`src/panel_defines.svh`:
```
`ifndef PANEL_DEFINES_SVH
`define PANEL_DEFINES_SVH

// one knob reading from the ADC side
`define PANEL_KNOB_W 10
// patch routing source index
`define PANEL_SRC_W 3

// flops between the knob domain and clk_dram_ctrl
`define PANEL_SYNC_STAGES 2

// memory request completions seen since reset
`define PANEL_COUNT_W 24

// two four-digit displays
`define PANEL_DIGITS 8
// short dwell for simulation, raise for the board
`define PANEL_DIGIT_CYCLES 16

`endif

```
`src/panel_pkg.sv`:
```
`include "panel_defines.svh"

package panel_pkg;

    // synchronized knob value
    typedef logic [`PANEL_KNOB_W-1:0] knob_value_t;

    // which effect feeds a stage
    typedef logic [`PANEL_SRC_W-1:0] route_src_t;

    // eight hex nibbles, digit 0 in bits 3:0
    typedef logic [31:0] panel_word_t;

    // display page
    typedef logic [2:0] page_sel_t;

    // cathodes, active low, segment a in bit 0
    typedef logic [6:0] segments_t;

    // one group of four anodes, active low
    typedef logic [3:0] anodes_t;

    typedef enum logic {
        SCAN_BLANK, // all anodes off between digits
        SCAN_DRIVE  // one anode on
    } scan_phase_t;

endpackage

```
`src/panel_status_top.sv`:
```
`timescale 1ns/100ps
`include "panel_defines.svh"

module panel_status_top (
    input  logic                     clk_dram_ctrl,
    input  logic                     rst_dram_ctrl,
    input  panel_pkg::page_sel_t     i_page,
    input  logic                     i_memrequest_complete,
    input  panel_pkg::knob_value_t   i_volume,
    input  panel_pkg::knob_value_t   i_pitch,
    input  panel_pkg::knob_value_t   i_delay_wet,
    input  panel_pkg::knob_value_t   i_delay_rate,
    input  panel_pkg::knob_value_t   i_delay_feedback,
    input  panel_pkg::knob_value_t   i_reverb_wet,
    input  panel_pkg::knob_value_t   i_reverb_size,
    input  panel_pkg::knob_value_t   i_reverb_feedback,
    input  panel_pkg::knob_value_t   i_filter_quality,
    input  panel_pkg::knob_value_t   i_filter_cutoff,
    input  panel_pkg::knob_value_t   i_distortion_drive,
    input  panel_pkg::knob_value_t   i_crush_pressure,
    input  panel_pkg::route_src_t    i_output_src,
    input  panel_pkg::route_src_t    i_crush_src,
    input  panel_pkg::route_src_t    i_distortion_src,
    input  panel_pkg::route_src_t    i_filter_src,
    input  panel_pkg::route_src_t    i_reverb_src,
    input  panel_pkg::route_src_t    i_delay_src,
    output panel_pkg::anodes_t       o_ss0_an,
    output panel_pkg::anodes_t       o_ss1_an,
    output panel_pkg::segments_t     o_ss_c
);

    // knob values after the clock boundary
    panel_pkg::knob_value_t volume, pitch, delay_wet, delay_rate;
    panel_pkg::knob_value_t delay_feedback, reverb_wet, reverb_size, reverb_feedback;
    panel_pkg::knob_value_t filter_quality, filter_cutoff, distortion_drive, crush_pressure;
    panel_pkg::route_src_t  output_src, crush_src, distortion_src;
    panel_pkg::route_src_t  filter_src, reverb_src, delay_src;
    panel_pkg::panel_word_t display_word;

    param_sync i_param_sync (
        .clk_dram_ctrl, .rst_dram_ctrl,
        .i_volume, .i_pitch, .i_delay_wet, .i_delay_rate,
        .i_delay_feedback, .i_reverb_wet, .i_reverb_size, .i_reverb_feedback,
        .i_filter_quality, .i_filter_cutoff, .i_distortion_drive, .i_crush_pressure,
        .i_output_src, .i_crush_src, .i_distortion_src,
        .i_filter_src, .i_reverb_src, .i_delay_src,
        .o_volume(volume), .o_pitch(pitch),
        .o_delay_wet(delay_wet), .o_delay_rate(delay_rate),
        .o_delay_feedback(delay_feedback), .o_reverb_wet(reverb_wet),
        .o_reverb_size(reverb_size), .o_reverb_feedback(reverb_feedback),
        .o_filter_quality(filter_quality), .o_filter_cutoff(filter_cutoff),
        .o_distortion_drive(distortion_drive), .o_crush_pressure(crush_pressure),
        .o_output_src(output_src), .o_crush_src(crush_src),
        .o_distortion_src(distortion_src), .o_filter_src(filter_src),
        .o_reverb_src(reverb_src), .o_delay_src(delay_src)
    );

    status_page_select i_status_page_select (
        .clk_dram_ctrl, .rst_dram_ctrl,
        .i_page, .i_memrequest_complete,
        .i_volume(volume), .i_pitch(pitch),
        .i_delay_wet(delay_wet), .i_delay_rate(delay_rate),
        .i_delay_feedback(delay_feedback), .i_reverb_wet(reverb_wet),
        .i_reverb_size(reverb_size), .i_reverb_feedback(reverb_feedback),
        .i_filter_quality(filter_quality), .i_filter_cutoff(filter_cutoff),
        .i_distortion_drive(distortion_drive), .i_crush_pressure(crush_pressure),
        .i_output_src(output_src), .i_crush_src(crush_src),
        .i_distortion_src(distortion_src), .i_filter_src(filter_src),
        .i_reverb_src(reverb_src), .i_delay_src(delay_src),
        .o_display_word(display_word)
    );

    // both displays share one cathode bus
    segment_scanner i_segment_scanner (
        .clk_dram_ctrl, .rst_dram_ctrl,
        .i_display_word(display_word),
        .o_ss0_an, .o_ss1_an, .o_ss_c
    );

endmodule

```
`src/param_sync.sv`:
```
`timescale 1ns/100ps
`include "panel_defines.svh"

module param_sync (
    input  logic                     clk_dram_ctrl,
    input  logic                     rst_dram_ctrl,
    input  panel_pkg::knob_value_t   i_volume,
    input  panel_pkg::knob_value_t   i_pitch,
    input  panel_pkg::knob_value_t   i_delay_wet,
    input  panel_pkg::knob_value_t   i_delay_rate,
    input  panel_pkg::knob_value_t   i_delay_feedback,
    input  panel_pkg::knob_value_t   i_reverb_wet,
    input  panel_pkg::knob_value_t   i_reverb_size,
    input  panel_pkg::knob_value_t   i_reverb_feedback,
    input  panel_pkg::knob_value_t   i_filter_quality,
    input  panel_pkg::knob_value_t   i_filter_cutoff,
    input  panel_pkg::knob_value_t   i_distortion_drive,
    input  panel_pkg::knob_value_t   i_crush_pressure,
    input  panel_pkg::route_src_t    i_output_src,
    input  panel_pkg::route_src_t    i_crush_src,
    input  panel_pkg::route_src_t    i_distortion_src,
    input  panel_pkg::route_src_t    i_filter_src,
    input  panel_pkg::route_src_t    i_reverb_src,
    input  panel_pkg::route_src_t    i_delay_src,
    output panel_pkg::knob_value_t   o_volume,
    output panel_pkg::knob_value_t   o_pitch,
    output panel_pkg::knob_value_t   o_delay_wet,
    output panel_pkg::knob_value_t   o_delay_rate,
    output panel_pkg::knob_value_t   o_delay_feedback,
    output panel_pkg::knob_value_t   o_reverb_wet,
    output panel_pkg::knob_value_t   o_reverb_size,
    output panel_pkg::knob_value_t   o_reverb_feedback,
    output panel_pkg::knob_value_t   o_filter_quality,
    output panel_pkg::knob_value_t   o_filter_cutoff,
    output panel_pkg::knob_value_t   o_distortion_drive,
    output panel_pkg::knob_value_t   o_crush_pressure,
    output panel_pkg::route_src_t    o_output_src,
    output panel_pkg::route_src_t    o_crush_src,
    output panel_pkg::route_src_t    o_distortion_src,
    output panel_pkg::route_src_t    o_filter_src,
    output panel_pkg::route_src_t    o_reverb_src,
    output panel_pkg::route_src_t    o_delay_src
);

    localparam int STAGES = `PANEL_SYNC_STAGES;
    localparam int SYNC_W = 12 * `PANEL_KNOB_W + 6 * `PANEL_SRC_W;

    logic [SYNC_W-1:0] sync_in;
    logic [SYNC_W-1:0] chain_q [STAGES];
    logic [STAGES-1:0] fill_q; // one bit per clean shift since reset

    // every value rides the same chain, bit for bit
    assign sync_in = {i_volume, i_pitch, i_delay_wet, i_delay_rate,
                      i_delay_feedback, i_reverb_wet, i_reverb_size,
                      i_reverb_feedback, i_filter_quality, i_filter_cutoff,
                      i_distortion_drive, i_crush_pressure,
                      i_output_src, i_crush_src, i_distortion_src,
                      i_filter_src, i_reverb_src, i_delay_src};

    always_ff @(posedge clk_dram_ctrl) begin
        if (rst_dram_ctrl) begin
            for (int s = 0; s < STAGES; s++) begin
                chain_q[s] <= '0;
            end
            fill_q <= '0;
        end else begin
            chain_q[0] <= sync_in; // first flop may go metastable
            for (int s = 1; s < STAGES; s++) begin
                chain_q[s] <= chain_q[s-1];
            end
            fill_q <= (fill_q << 1) | 1'b1;
        end
    end

    assign {o_volume, o_pitch, o_delay_wet, o_delay_rate,
            o_delay_feedback, o_reverb_wet, o_reverb_size,
            o_reverb_feedback, o_filter_quality, o_filter_cutoff,
            o_distortion_drive, o_crush_pressure,
            o_output_src, o_crush_src, o_distortion_src,
            o_filter_src, o_reverb_src, o_delay_src} = chain_q[STAGES-1];

    // once the chain has refilled, the last stage is the input from STAGES edges back
    a_sync_delay: assert property (@(posedge clk_dram_ctrl) disable iff (rst_dram_ctrl)
        fill_q[STAGES-1] |-> (chain_q[STAGES-1] == $past(sync_in, STAGES)));

endmodule

```
`src/segment_scanner.sv`:
```
`timescale 1ns/100ps
`include "panel_defines.svh"

module segment_scanner (
    input  logic                     clk_dram_ctrl,
    input  logic                     rst_dram_ctrl,
    input  panel_pkg::panel_word_t   i_display_word,
    output panel_pkg::anodes_t       o_ss0_an, // digits 4..7
    output panel_pkg::anodes_t       o_ss1_an, // digits 0..3
    output panel_pkg::segments_t     o_ss_c
);

    localparam int DIGITS = `PANEL_DIGITS;
    localparam int DIG_W  = $clog2(`PANEL_DIGITS);
    localparam int CYC_W  = $clog2(`PANEL_DIGIT_CYCLES);

    panel_pkg::scan_phase_t phase_q;
    logic [DIG_W-1:0]       digit_q;
    logic [CYC_W-1:0]       cycle_q;  // dwell within the current digit
    logic [3:0]             nibble;
    logic [DIGITS-1:0]      an_all;   // all eight anodes, digit 0 in bit 0

    always_ff @(posedge clk_dram_ctrl) begin
        if (rst_dram_ctrl) begin
            phase_q <= panel_pkg::SCAN_BLANK;
            digit_q <= '0;
            cycle_q <= '0;
        end else begin
            case (phase_q)
                panel_pkg::SCAN_BLANK: begin
                    phase_q <= panel_pkg::SCAN_DRIVE; // blank is a single cycle
                    cycle_q <= '0;
                end
                panel_pkg::SCAN_DRIVE: begin
                    if (cycle_q == CYC_W'(`PANEL_DIGIT_CYCLES - 1)) begin
                        phase_q <= panel_pkg::SCAN_BLANK;
                        if (digit_q == DIG_W'(DIGITS - 1)) begin
                            digit_q <= '0;
                        end else begin
                            digit_q <= digit_q + 1'b1;
                        end
                    end else begin
                        cycle_q <= cycle_q + 1'b1;
                    end
                end
                default: phase_q <= panel_pkg::SCAN_BLANK;
            endcase
        end
    end

    // live nibble, so a page change shows on the very next drive cycle
    assign nibble = i_display_word[digit_q * 4 +: 4];

    always_comb begin
        case (nibble)
            4'h0: o_ss_c = ~7'h3F;
            4'h1: o_ss_c = ~7'h06;
            4'h2: o_ss_c = ~7'h5B;
            4'h3: o_ss_c = ~7'h4F;
            4'h4: o_ss_c = ~7'h66;
            4'h5: o_ss_c = ~7'h6D;
            4'h6: o_ss_c = ~7'h7D;
            4'h7: o_ss_c = ~7'h07;
            4'h8: o_ss_c = ~7'h7F;
            4'h9: o_ss_c = ~7'h6F;
            4'hA: o_ss_c = ~7'h77;
            4'hB: o_ss_c = ~7'h7C; // lower case b
            4'hC: o_ss_c = ~7'h39;
            4'hD: o_ss_c = ~7'h5E; // lower case d
            4'hE: o_ss_c = ~7'h79;
            default: o_ss_c = ~7'h71;
        endcase
    end

    always_comb begin
        an_all = '1;
        if (phase_q == panel_pkg::SCAN_DRIVE) begin
            an_all[digit_q] = 1'b0;
        end
    end

    assign o_ss1_an = an_all[3:0];
    assign o_ss0_an = an_all[7:4];

    // the two groups share cathodes, so two lit digits would show the same glyph
    a_one_anode: assert property (@(posedge clk_dram_ctrl)
        $countones(~{o_ss0_an, o_ss1_an}) <= 1);

endmodule

```
`src/status_page_select.sv`:
```
`timescale 1ns/100ps
`include "panel_defines.svh"

module status_page_select (
    input  logic                     clk_dram_ctrl,
    input  logic                     rst_dram_ctrl,
    input  panel_pkg::page_sel_t     i_page,
    input  logic                     i_memrequest_complete, // one-cycle pulse
    input  panel_pkg::knob_value_t   i_volume,
    input  panel_pkg::knob_value_t   i_pitch,
    input  panel_pkg::knob_value_t   i_delay_wet,
    input  panel_pkg::knob_value_t   i_delay_rate,
    input  panel_pkg::knob_value_t   i_delay_feedback,
    input  panel_pkg::knob_value_t   i_reverb_wet,
    input  panel_pkg::knob_value_t   i_reverb_size,
    input  panel_pkg::knob_value_t   i_reverb_feedback,
    input  panel_pkg::knob_value_t   i_filter_quality,
    input  panel_pkg::knob_value_t   i_filter_cutoff,
    input  panel_pkg::knob_value_t   i_distortion_drive,
    input  panel_pkg::knob_value_t   i_crush_pressure,
    input  panel_pkg::route_src_t    i_output_src,
    input  panel_pkg::route_src_t    i_crush_src,
    input  panel_pkg::route_src_t    i_distortion_src,
    input  panel_pkg::route_src_t    i_filter_src,
    input  panel_pkg::route_src_t    i_reverb_src,
    input  panel_pkg::route_src_t    i_delay_src,
    output panel_pkg::panel_word_t   o_display_word
);

    logic [`PANEL_COUNT_W-1:0] complete_count;

    // two knobs side by side, each padded to a 16-bit half
    function automatic panel_pkg::panel_word_t knob_pair(
        input panel_pkg::knob_value_t hi,
        input panel_pkg::knob_value_t lo
    );
        return {{(16 - `PANEL_KNOB_W){1'b0}}, hi, {(16 - `PANEL_KNOB_W){1'b0}}, lo};
    endfunction

    // a routing source padded out to one hex digit
    function automatic logic [3:0] src_nibble(input panel_pkg::route_src_t src);
        return {{(4 - `PANEL_SRC_W){1'b0}}, src};
    endfunction

    always_ff @(posedge clk_dram_ctrl) begin
        if (rst_dram_ctrl) begin
            complete_count <= '0;
        end else if (i_memrequest_complete) begin
            complete_count <= complete_count + 1'b1; // wraps
        end
    end

    always_comb begin
        case (i_page)
            3'd1: o_display_word = knob_pair(i_volume, i_pitch);
            3'd2: o_display_word = knob_pair(i_delay_wet, i_delay_rate);
            3'd3: o_display_word = knob_pair(i_delay_feedback, i_reverb_wet);
            3'd4: o_display_word = knob_pair(i_reverb_size, i_reverb_feedback);
            3'd5: o_display_word = knob_pair(i_filter_quality, i_filter_cutoff);
            3'd6: o_display_word = knob_pair(i_distortion_drive, i_crush_pressure);
            3'd7: begin
                // patch map, top byte left dark
                o_display_word = {8'h00,
                                  src_nibble(i_delay_src),
                                  src_nibble(i_reverb_src),
                                  src_nibble(i_filter_src),
                                  src_nibble(i_distortion_src),
                                  src_nibble(i_crush_src),
                                  src_nibble(i_output_src)};
            end
            default: o_display_word = {16'h0000, complete_count[15:0]}; // page 0
        endcase
    end

    // a pulse shows up as exactly one step, and nothing else moves the count
    a_count_step: assert property (@(posedge clk_dram_ctrl) disable iff (rst_dram_ctrl)
        (!$past(rst_dram_ctrl) && $past(i_memrequest_complete))
            |-> (complete_count == $past(complete_count) + 1'b1));

    a_count_hold: assert property (@(posedge clk_dram_ctrl) disable iff (rst_dram_ctrl)
        (!$past(rst_dram_ctrl) && !$past(i_memrequest_complete))
            |-> $stable(complete_count));

endmodule

```
`config.mk`:
```
export PLATFORM = sky130hd
export DESIGN_NAME = panel_status_top
export DESIGN_NICKNAME = d
export VERILOG_FILES = /design/src/panel_pkg.sv /design/src/panel_status_top.sv /design/src/param_sync.sv /design/src/segment_scanner.sv /design/src/status_page_select.sv
export VERILOG_INCLUDE_DIRS = /design/src
export SDC_FILE = /design/constraint.sdc
export NUM_CORES = 1
export LEC_CHECK = 0
export ABC_CLOCK_PERIOD_IN_PS = 5800
export BUFFER_PORTS_ARGS = -buffer_cell sky130_fd_sc_hd__clkbuf_2
export CAP_MARGIN = 30
export CORE_ASPECT_RATIO = 0.75
export CORE_MARGIN = 4
export CORE_UTILIZATION = 38
export CTS_CLUSTER_SIZE = 16
export DETAILED_ROUTE_END_ITERATION = 8
export PLACE_DENSITY = 0.65
export SLEW_MARGIN = 40
export SYNTH_ARGS = -nofsm -noshare
export SYNTH_HDL_FRONTEND = slang
export SYNTH_HIERARCHICAL = 1
export SYNTH_SLANG_ARGS = --single-unit
```
`constraint.sdc`:
```
create_clock -name clk_dram_ctrl -period 5.8 [get_ports clk_dram_ctrl]
set_clock_uncertainty 0.1 [all_clocks]
set_input_delay 1.16 -clock clk_dram_ctrl [delete_from_list [all_inputs] [get_ports clk_dram_ctrl]]
set_output_delay 1.16 -clock clk_dram_ctrl [all_outputs]
set_load 0.01 [all_outputs]
```
==> results.txt, run 1 <==
Die height: 159 um
Most numerous cell in the Yosys netlist: dfxtp_1
Synth Cell Area: 11,600 um^2
Row cnt: 55
H-tree depth: 1
Routed vias/inst: 4.46
Lkg Pwr: 0.00522 uW
Ports: 159
Total congestion overflow: 0
Pre-antenna DRT Iters: 5
Fin crit share: 95.7%
Top post-synthesis cells by area: dfxtp_1 (52%), nor2b_1 (16%), buf_4 (9.7%), mux2i_1 (2.1%), mux2_2 (1.8%)
Antenna fix cells: 0
Final setup fails: 0
Worst path slowest cell: a211oi_4
Clock buffer depth: 3
Worst path top cell family by delay: compound AO/OA/AOI/OAI gates
Total power: 4270 uW
Initial drt markers: 501
Status: finished clean
Cells after Synth: 1,113
Syn-to-layout area delta: 8.11%
Root Buffer: clkbuf_16
YS warnings: 6
Share of cells above drive strength 1: 22.9%
Worst-Skew Late Latency: 0.55 ns
Maximum VDD drop: 0.195 mV
Worst path most repeated cell: clkbuf_2
Setup total negative slack: 0 ns
Number of max-cap violations: 0
Worst Hold Class: reg2reg
# Post-CTS Setup Buffers: 0
CP Class: in2out
Total Wirelength: 25.7 mm
CP Capture Type: primary output
Total GRT Usage: 14.8%
RSZ-0062 raised after global routing: false
Slew Limit Fails: 0
Die Wd: 210 um
Pwr/cell area: 339 nW/um^2
Critical Path AT: 4.29 ns
Detailed-route DRC error count: 0
Final Net Count: 1,269
CP startpoint kind: input port
Yosys top cell area share: 51.6%
Wirelength per Cell: 16.7 um
Crit path time final: 5.55 ns
Final Hold Viols: 0
Asr flop ratio synth: 0%
Least-Margin Pin Slew: 0.855 ns
Starting Density: 38.6%
Clock sinks: 300
I/O Buffers: 158
Max-slew headroom: 42.9%
Post-synth top flop: dfxtp_1
Hold_buf cts: 0
Vias in the first global route: 6,816
Synthesized flop and latch total: 300
Worst Path Buf+Inv: 3
Post-CTS sizing: 0
Initial antenna violation count: 1
DP Area: 11,600 um^2
EDFF count, synth: 0
Detail Route Antenna Nets: 0
Req. time, crit path: 4.54 ns
Max frequency: 180 MHz
Sequential cell area fraction in the yosys report: 51.6%
Global placement routability congestion: 0.913
CTS tree: built
First-pass GRT wire length: 39.2 mm
Detail Placement HPWL: 18.5 mm
FILL cells: 2,946
Synth cell types: 59
Fin area: 12,600 um^2
Yosys top cell by area: dfxtp_1
Die Area: 33,500 um^2
Core Area: 30,100 um^2
CP Cell Sequence: clkbuf_2 -> buf_12 -> and2_0 -> a32o_1 -> o32a_2 -> mux2i_1 -> a211oi_1 -> a211oi_4 -> xnor2_1 -> a211oi_2 -> clkbuf_2
Crit path max fanout: 22
Largest net degree at the start of global routing: 156
DR vias: 6,853
Clock slew seen by the registers of the worst setup and hold paths: 0.06 ns
Clock buffer count from CTS: 29
Max incr delay on CP: 0.61 ns
Most frequent cells after synthesis: dfxtp_1 (300), nor2b_1 (294), buf_4 (150)
Synth Area per Inst: 10.4 um^2
[worst register-to-register path: stages, from the launching register on]
cell     delay, ns
dfxtp_1       0.48
nand4_2       0.32
nor4_1        0.47
mux2_1        0.36
[report_power, final]
group	leakage, uW	switching, uW	total, uW	internal (uW)
clock network	0.000452	773	1780	1010
logic	0.00229	149	296	147
registers	0.00248	36.0	2190	2150
total	0.00522	958	4270	3310
[sequential cells by signal, indices dropped and copies added (netlist names)]
signal,flops
i_param_sync/chain_q,276
i_status_page_select/complete_count,16
i_segment_scanner/cycle_q,4
i_segment_scanner/phase_q,1
i_segment_scanner/digit_q,3
[cells by family (layout without fill, tap and decap cells)]
family	after synthesis	count (layout)	synth area share (%)
AND/OR/NAND/NOR	420	420	21.6
flip-flops	300	300	51.6
buffers and inverters	222	241	12.9
AO/OA/AOI/OAI	101	101	6.77
multiplexers	53	53	5.46
adder cells (fa/ha/maj)	10	10	1.08
XOR/XNOR	6	6	0.452
other	1	6	0.0322
[layout by cell type, fill, tap and decap left out, drive strengths merged, types with 6 or more instances in the layout]
master  synthesis  final
nor3b           7      7
clkbuf         13    197
nor2b         294    294
dfxtp         300    300
mux4            6      6
a22oi           7      7
nand2          15     15
inv            13     16
ha             10     10
nand3          11     11
nor2           42     42
a211oi          7      7
nand4           9      9
buf           196     18
a221oi         14     14
a21oi          14     14
conb            1      6
a32oi          16     16
clkinv          0      9
a31oi          10     10
mux2i          24     24
o21ai           8      8
mux2           23     23
and2            8      8
nand2b         10     10
[through the flow]
step | hold WS [ns] | util [%] | std cells | worst slack (ns)
floorplan | 0.314 | - | 1118 | 1.00
global placement | 0.321 | 38.6 | 1482 | 0.341
detailed placement | 0.320 | 38.6 | 1482 | 0.210
CTS | 0.336 | 41.6 | 1535 | 0.202
global route | 0.347 | 41.7 | 1536 | 0.0386
finish | 0.334 | 41.7 | 1536 | 0.249
[layout make-up]
cell class | count | area [um^2] | share of cell area (%)
clock buffers | 40 | 797 | 6.34
multi-input cells | 596 | 4140 | 32.9
inverters | 13 | 48.8 | 0.388
clock inverters | 13 | 109 | 0.866
well taps | 399 | 499 | 3.97
repair buffers | 175 | 973 | 7.74
flip-flops and latches | 300 | 6010 | 47.8
[per-layer routing]
layer | global-route usage, % | vias to the layer above | wire, um
li1 | - | 3495 | -
met1 | 24.4 | 3118 | 14100
met2 | 19.0 | 196 | 9540
met3 | 3.45 | 42 | 1490
met4 | 3.71 | 2 | 576
met5 | 0 | - | 7
[worst paths after layout]
kind                            slack (ns)                                   start                                       to  depth (start not counted)
worst max-delay path                  0.25                               i_page[0]                                o_ss_c[0]                         11
worst max register to register        3.96  i_status_page_select/complete_count[3]  i_status_page_select/complete_count[13]                          3
worst min register to register        0.33            i_param_sync/chain_q[0][137]             i_param_sync/chain_q[0][275]                          1
worst min-delay path                  0.33            i_param_sync/chain_q[0][137]             i_param_sync/chain_q[0][275]                          1
No activity file was read; power rests on OpenSTA's default activity.
==> run 2: changes to the inputs <==
- CORE_MARGIN: 4 -> 2
==> run 2 against run 1 <==
Against the previous run:
- via count about the same
- sequential cell count unchanged
- routed wire length decreased by 0.64%
- cell area increased by 0.36%
- largest cell class unchanged
==> results.txt, run 2 (synthesis results as in run 1) <==
Worst path top cell family by delay: compound AO/OA/AOI/OAI gates
Die Area: 32,000 um^2 (-4.4%)
Total congestion overflow: 0 (unchanged)
Core Area: 30,100 um^2 (unchanged)
Max incr delay on CP: 0.66 ns (+0.05 ns)
Total Wirelength: 25.5 mm (-0.64%)
Largest Register: i_param_sync/chain_q
Final Util: 41.9% (+0.15 points)
Crit path time final: 5.60 ns (+0.0507 ns)
Worst path most repeated cell: clkbuf_2
RSZ-0062 raised after global routing: false
Max-slew headroom: 44.1% (+1.1 points)
Setup total negative slack: 0 ns (unchanged)
Hold_buf cts: 0 (unchanged)
Most frequent cells in the layout: dfxtp_1 (300), nor2b_1 (294), clkbuf_2 (157)
Final Hold Viols: 0 (unchanged)
H-tree depth: 1 (unchanged)
Worst Hold Class: reg2reg
Total GRT Usage: 15.9% (+1.1 points)
Worst path slowest cell: nor2b_1
Req. time, crit path: 4.54 ns (about the same)
Syn-to-layout area delta: 8.50%
Final worst-path setup slack: 0.198 ns (-0.0507 ns)
Status: finished clean
Detail Placement HPWL: 18.4 mm (-0.85%)
Die Wd: 206 um (-1.9%)
Maximum VDD drop: 0.254 mV (+30%)
Starting Density: 38.6% (unchanged)
Detail Route Antenna Nets: 0 (unchanged)
Critical Path AT: 4.34 ns (+0.05 ns)
# Post-CTS Setup Buffers: 0 (unchanged)
Number of max-cap violations: 0 (unchanged)
Global placement routability congestion: 0.936 (+2.5%)
Wirelength per Cell: 16.7 um (-0.19%)
Place WS: 0.268 ns (+0.0584 ns)
Ports: 159 (unchanged)
Vias in the first global route: 6,846 (+0.44%)
CP startpoint kind: input port
CP Class: in2out
Final Net Count: 1,263 (-0.47%)
CP Cell Sequence: clkbuf_2 -> buf_12 -> nor2b_1 -> a221oi_1 -> o21ai_0 -> a31oi_1 -> o221a_2 -> inv_1 -> ha_1 -> nor3b_1 -> a211oi_2 -> clkbuf_2
Total power: 4390 uW (+2.9%)
Clock slew seen by the registers of the worst setup and hold paths: 0.06 ns (about the same)
Detailed-route DRC error count: 0 (unchanged)
Final setup fails: 0 (unchanged)
Least-Margin Pin Slew: 0.837 ns (-0.0174 ns)
Crit path max fanout: 27 (+23%)
CTS tree: built
Die height: 155 um (-2.5%)
Initial antenna violation count: 0 (-1)
Max frequency: 179 MHz (-0.91%)
Initial drt markers: 539 (+7.6%)
Clock buffer count from CTS: 29 (unchanged)
Fin crit share: 96.6% (+0.87 points)
Worst Path Buf+Inv: 4 (+1)
First-pass GRT wire length: 39.1 mm (-0.41%)
Largest net degree at the start of global routing: 139 (-11%)
Row cnt: 55 (unchanged)
Most common cell after layout, fill and taps aside: dfxtp_1
Biggest regs: i_param_sync/chain_q x276, i_status_page_select/complete_count x16, i_segment_scanner/cycle_q x4
Pre-antenna DRT Iters: 5 (unchanged)
Root Buffer: clkbuf_16
Post-CTS sizing: 0 (unchanged)
Lkg Pwr: 0.00522 uW (about the same)
Max reg flops: 276 (unchanged)
Worst-Skew Late Latency: 0.56 ns (about the same)
Pwr/cell area: 348 nW/um^2 (+2.6%)
Share of cells above drive strength 1: 22.7% (-0.12 points)
Antenna fix cells: 0 (unchanged)
Routed vias/inst: 4.48 (+0.50%)
Clock sinks: 300 (unchanged)
Final hold slack: 0.335 ns (+0.000944 ns)
DR vias: 6,856 (+0.044%)
CP Capture Type: primary output
Clock buffer depth: 3 (unchanged)
Slew Limit Fails: 0 (unchanged)
I/O Buffers: 158 (unchanged)
-- run 2: metal layers --
| layer | vias to the layer above | global-route usage (%) | share of wire (%) |
|---|---|---|---|
| met1 | 3130 | 25.3 | 54 |
| met4 | 0 | 4.22 | 2.0 |
| met5 | - | 0 | 0 |
| met2 | 201 | 20.9 | 37 |
| met3 | 34 | 3.71 | 6.2 |
| li1 | 3491 | - | - |
-- run 2: power by group --
group          total [uW]  internal [uW]  leakage [uW]  switching (uW)
registers            2190           2150       0.00248            37.0
clock network        1910           1110      0.000481             803
logic                 295            145       0.00226             150
-- run 2: final cells by class --
type	count	area [um^2]
fillers	2935	17500
flip-flops and latches	300	6010
clock buffers	39	833
multi-input cells	596	4150
clock inverters	13	156
well taps	399	499
repair buffers	169	928
inverters	13	48.8
-- run 2: metrics by stage --
stage	area, um^2	instances
global route	12600	1529
detailed placement	11600	1477
global placement	11600	1476
finish	12600	1529
CTS	12600	1529
floorplan	11600	1118
-- run 2: worst paths after layout --
path / start / endpoint / slack, ns / cells after the start
worst max-delay path: i_page[0] / o_ss_c[0] / 0.20 / 12
worst min-delay path: i_param_sync/chain_q[0][133] / i_param_sync/chain_q[0][271] / 0.33 / 1
worst max register to register: i_status_page_select/complete_count[0] / i_status_page_select/complete_count[14] / 3.91 / 4
worst min register to register: i_param_sync/chain_q[0][133] / i_param_sync/chain_q[0][271] / 0.33 / 1
-- run 2: worst register-to-register path: stages (launching register included) --
cell	delay, ns
dfxtp_1	0.50
ha_1	0.31
nand2_1	0.16
nor4_1	0.35
mux2_1	0.36
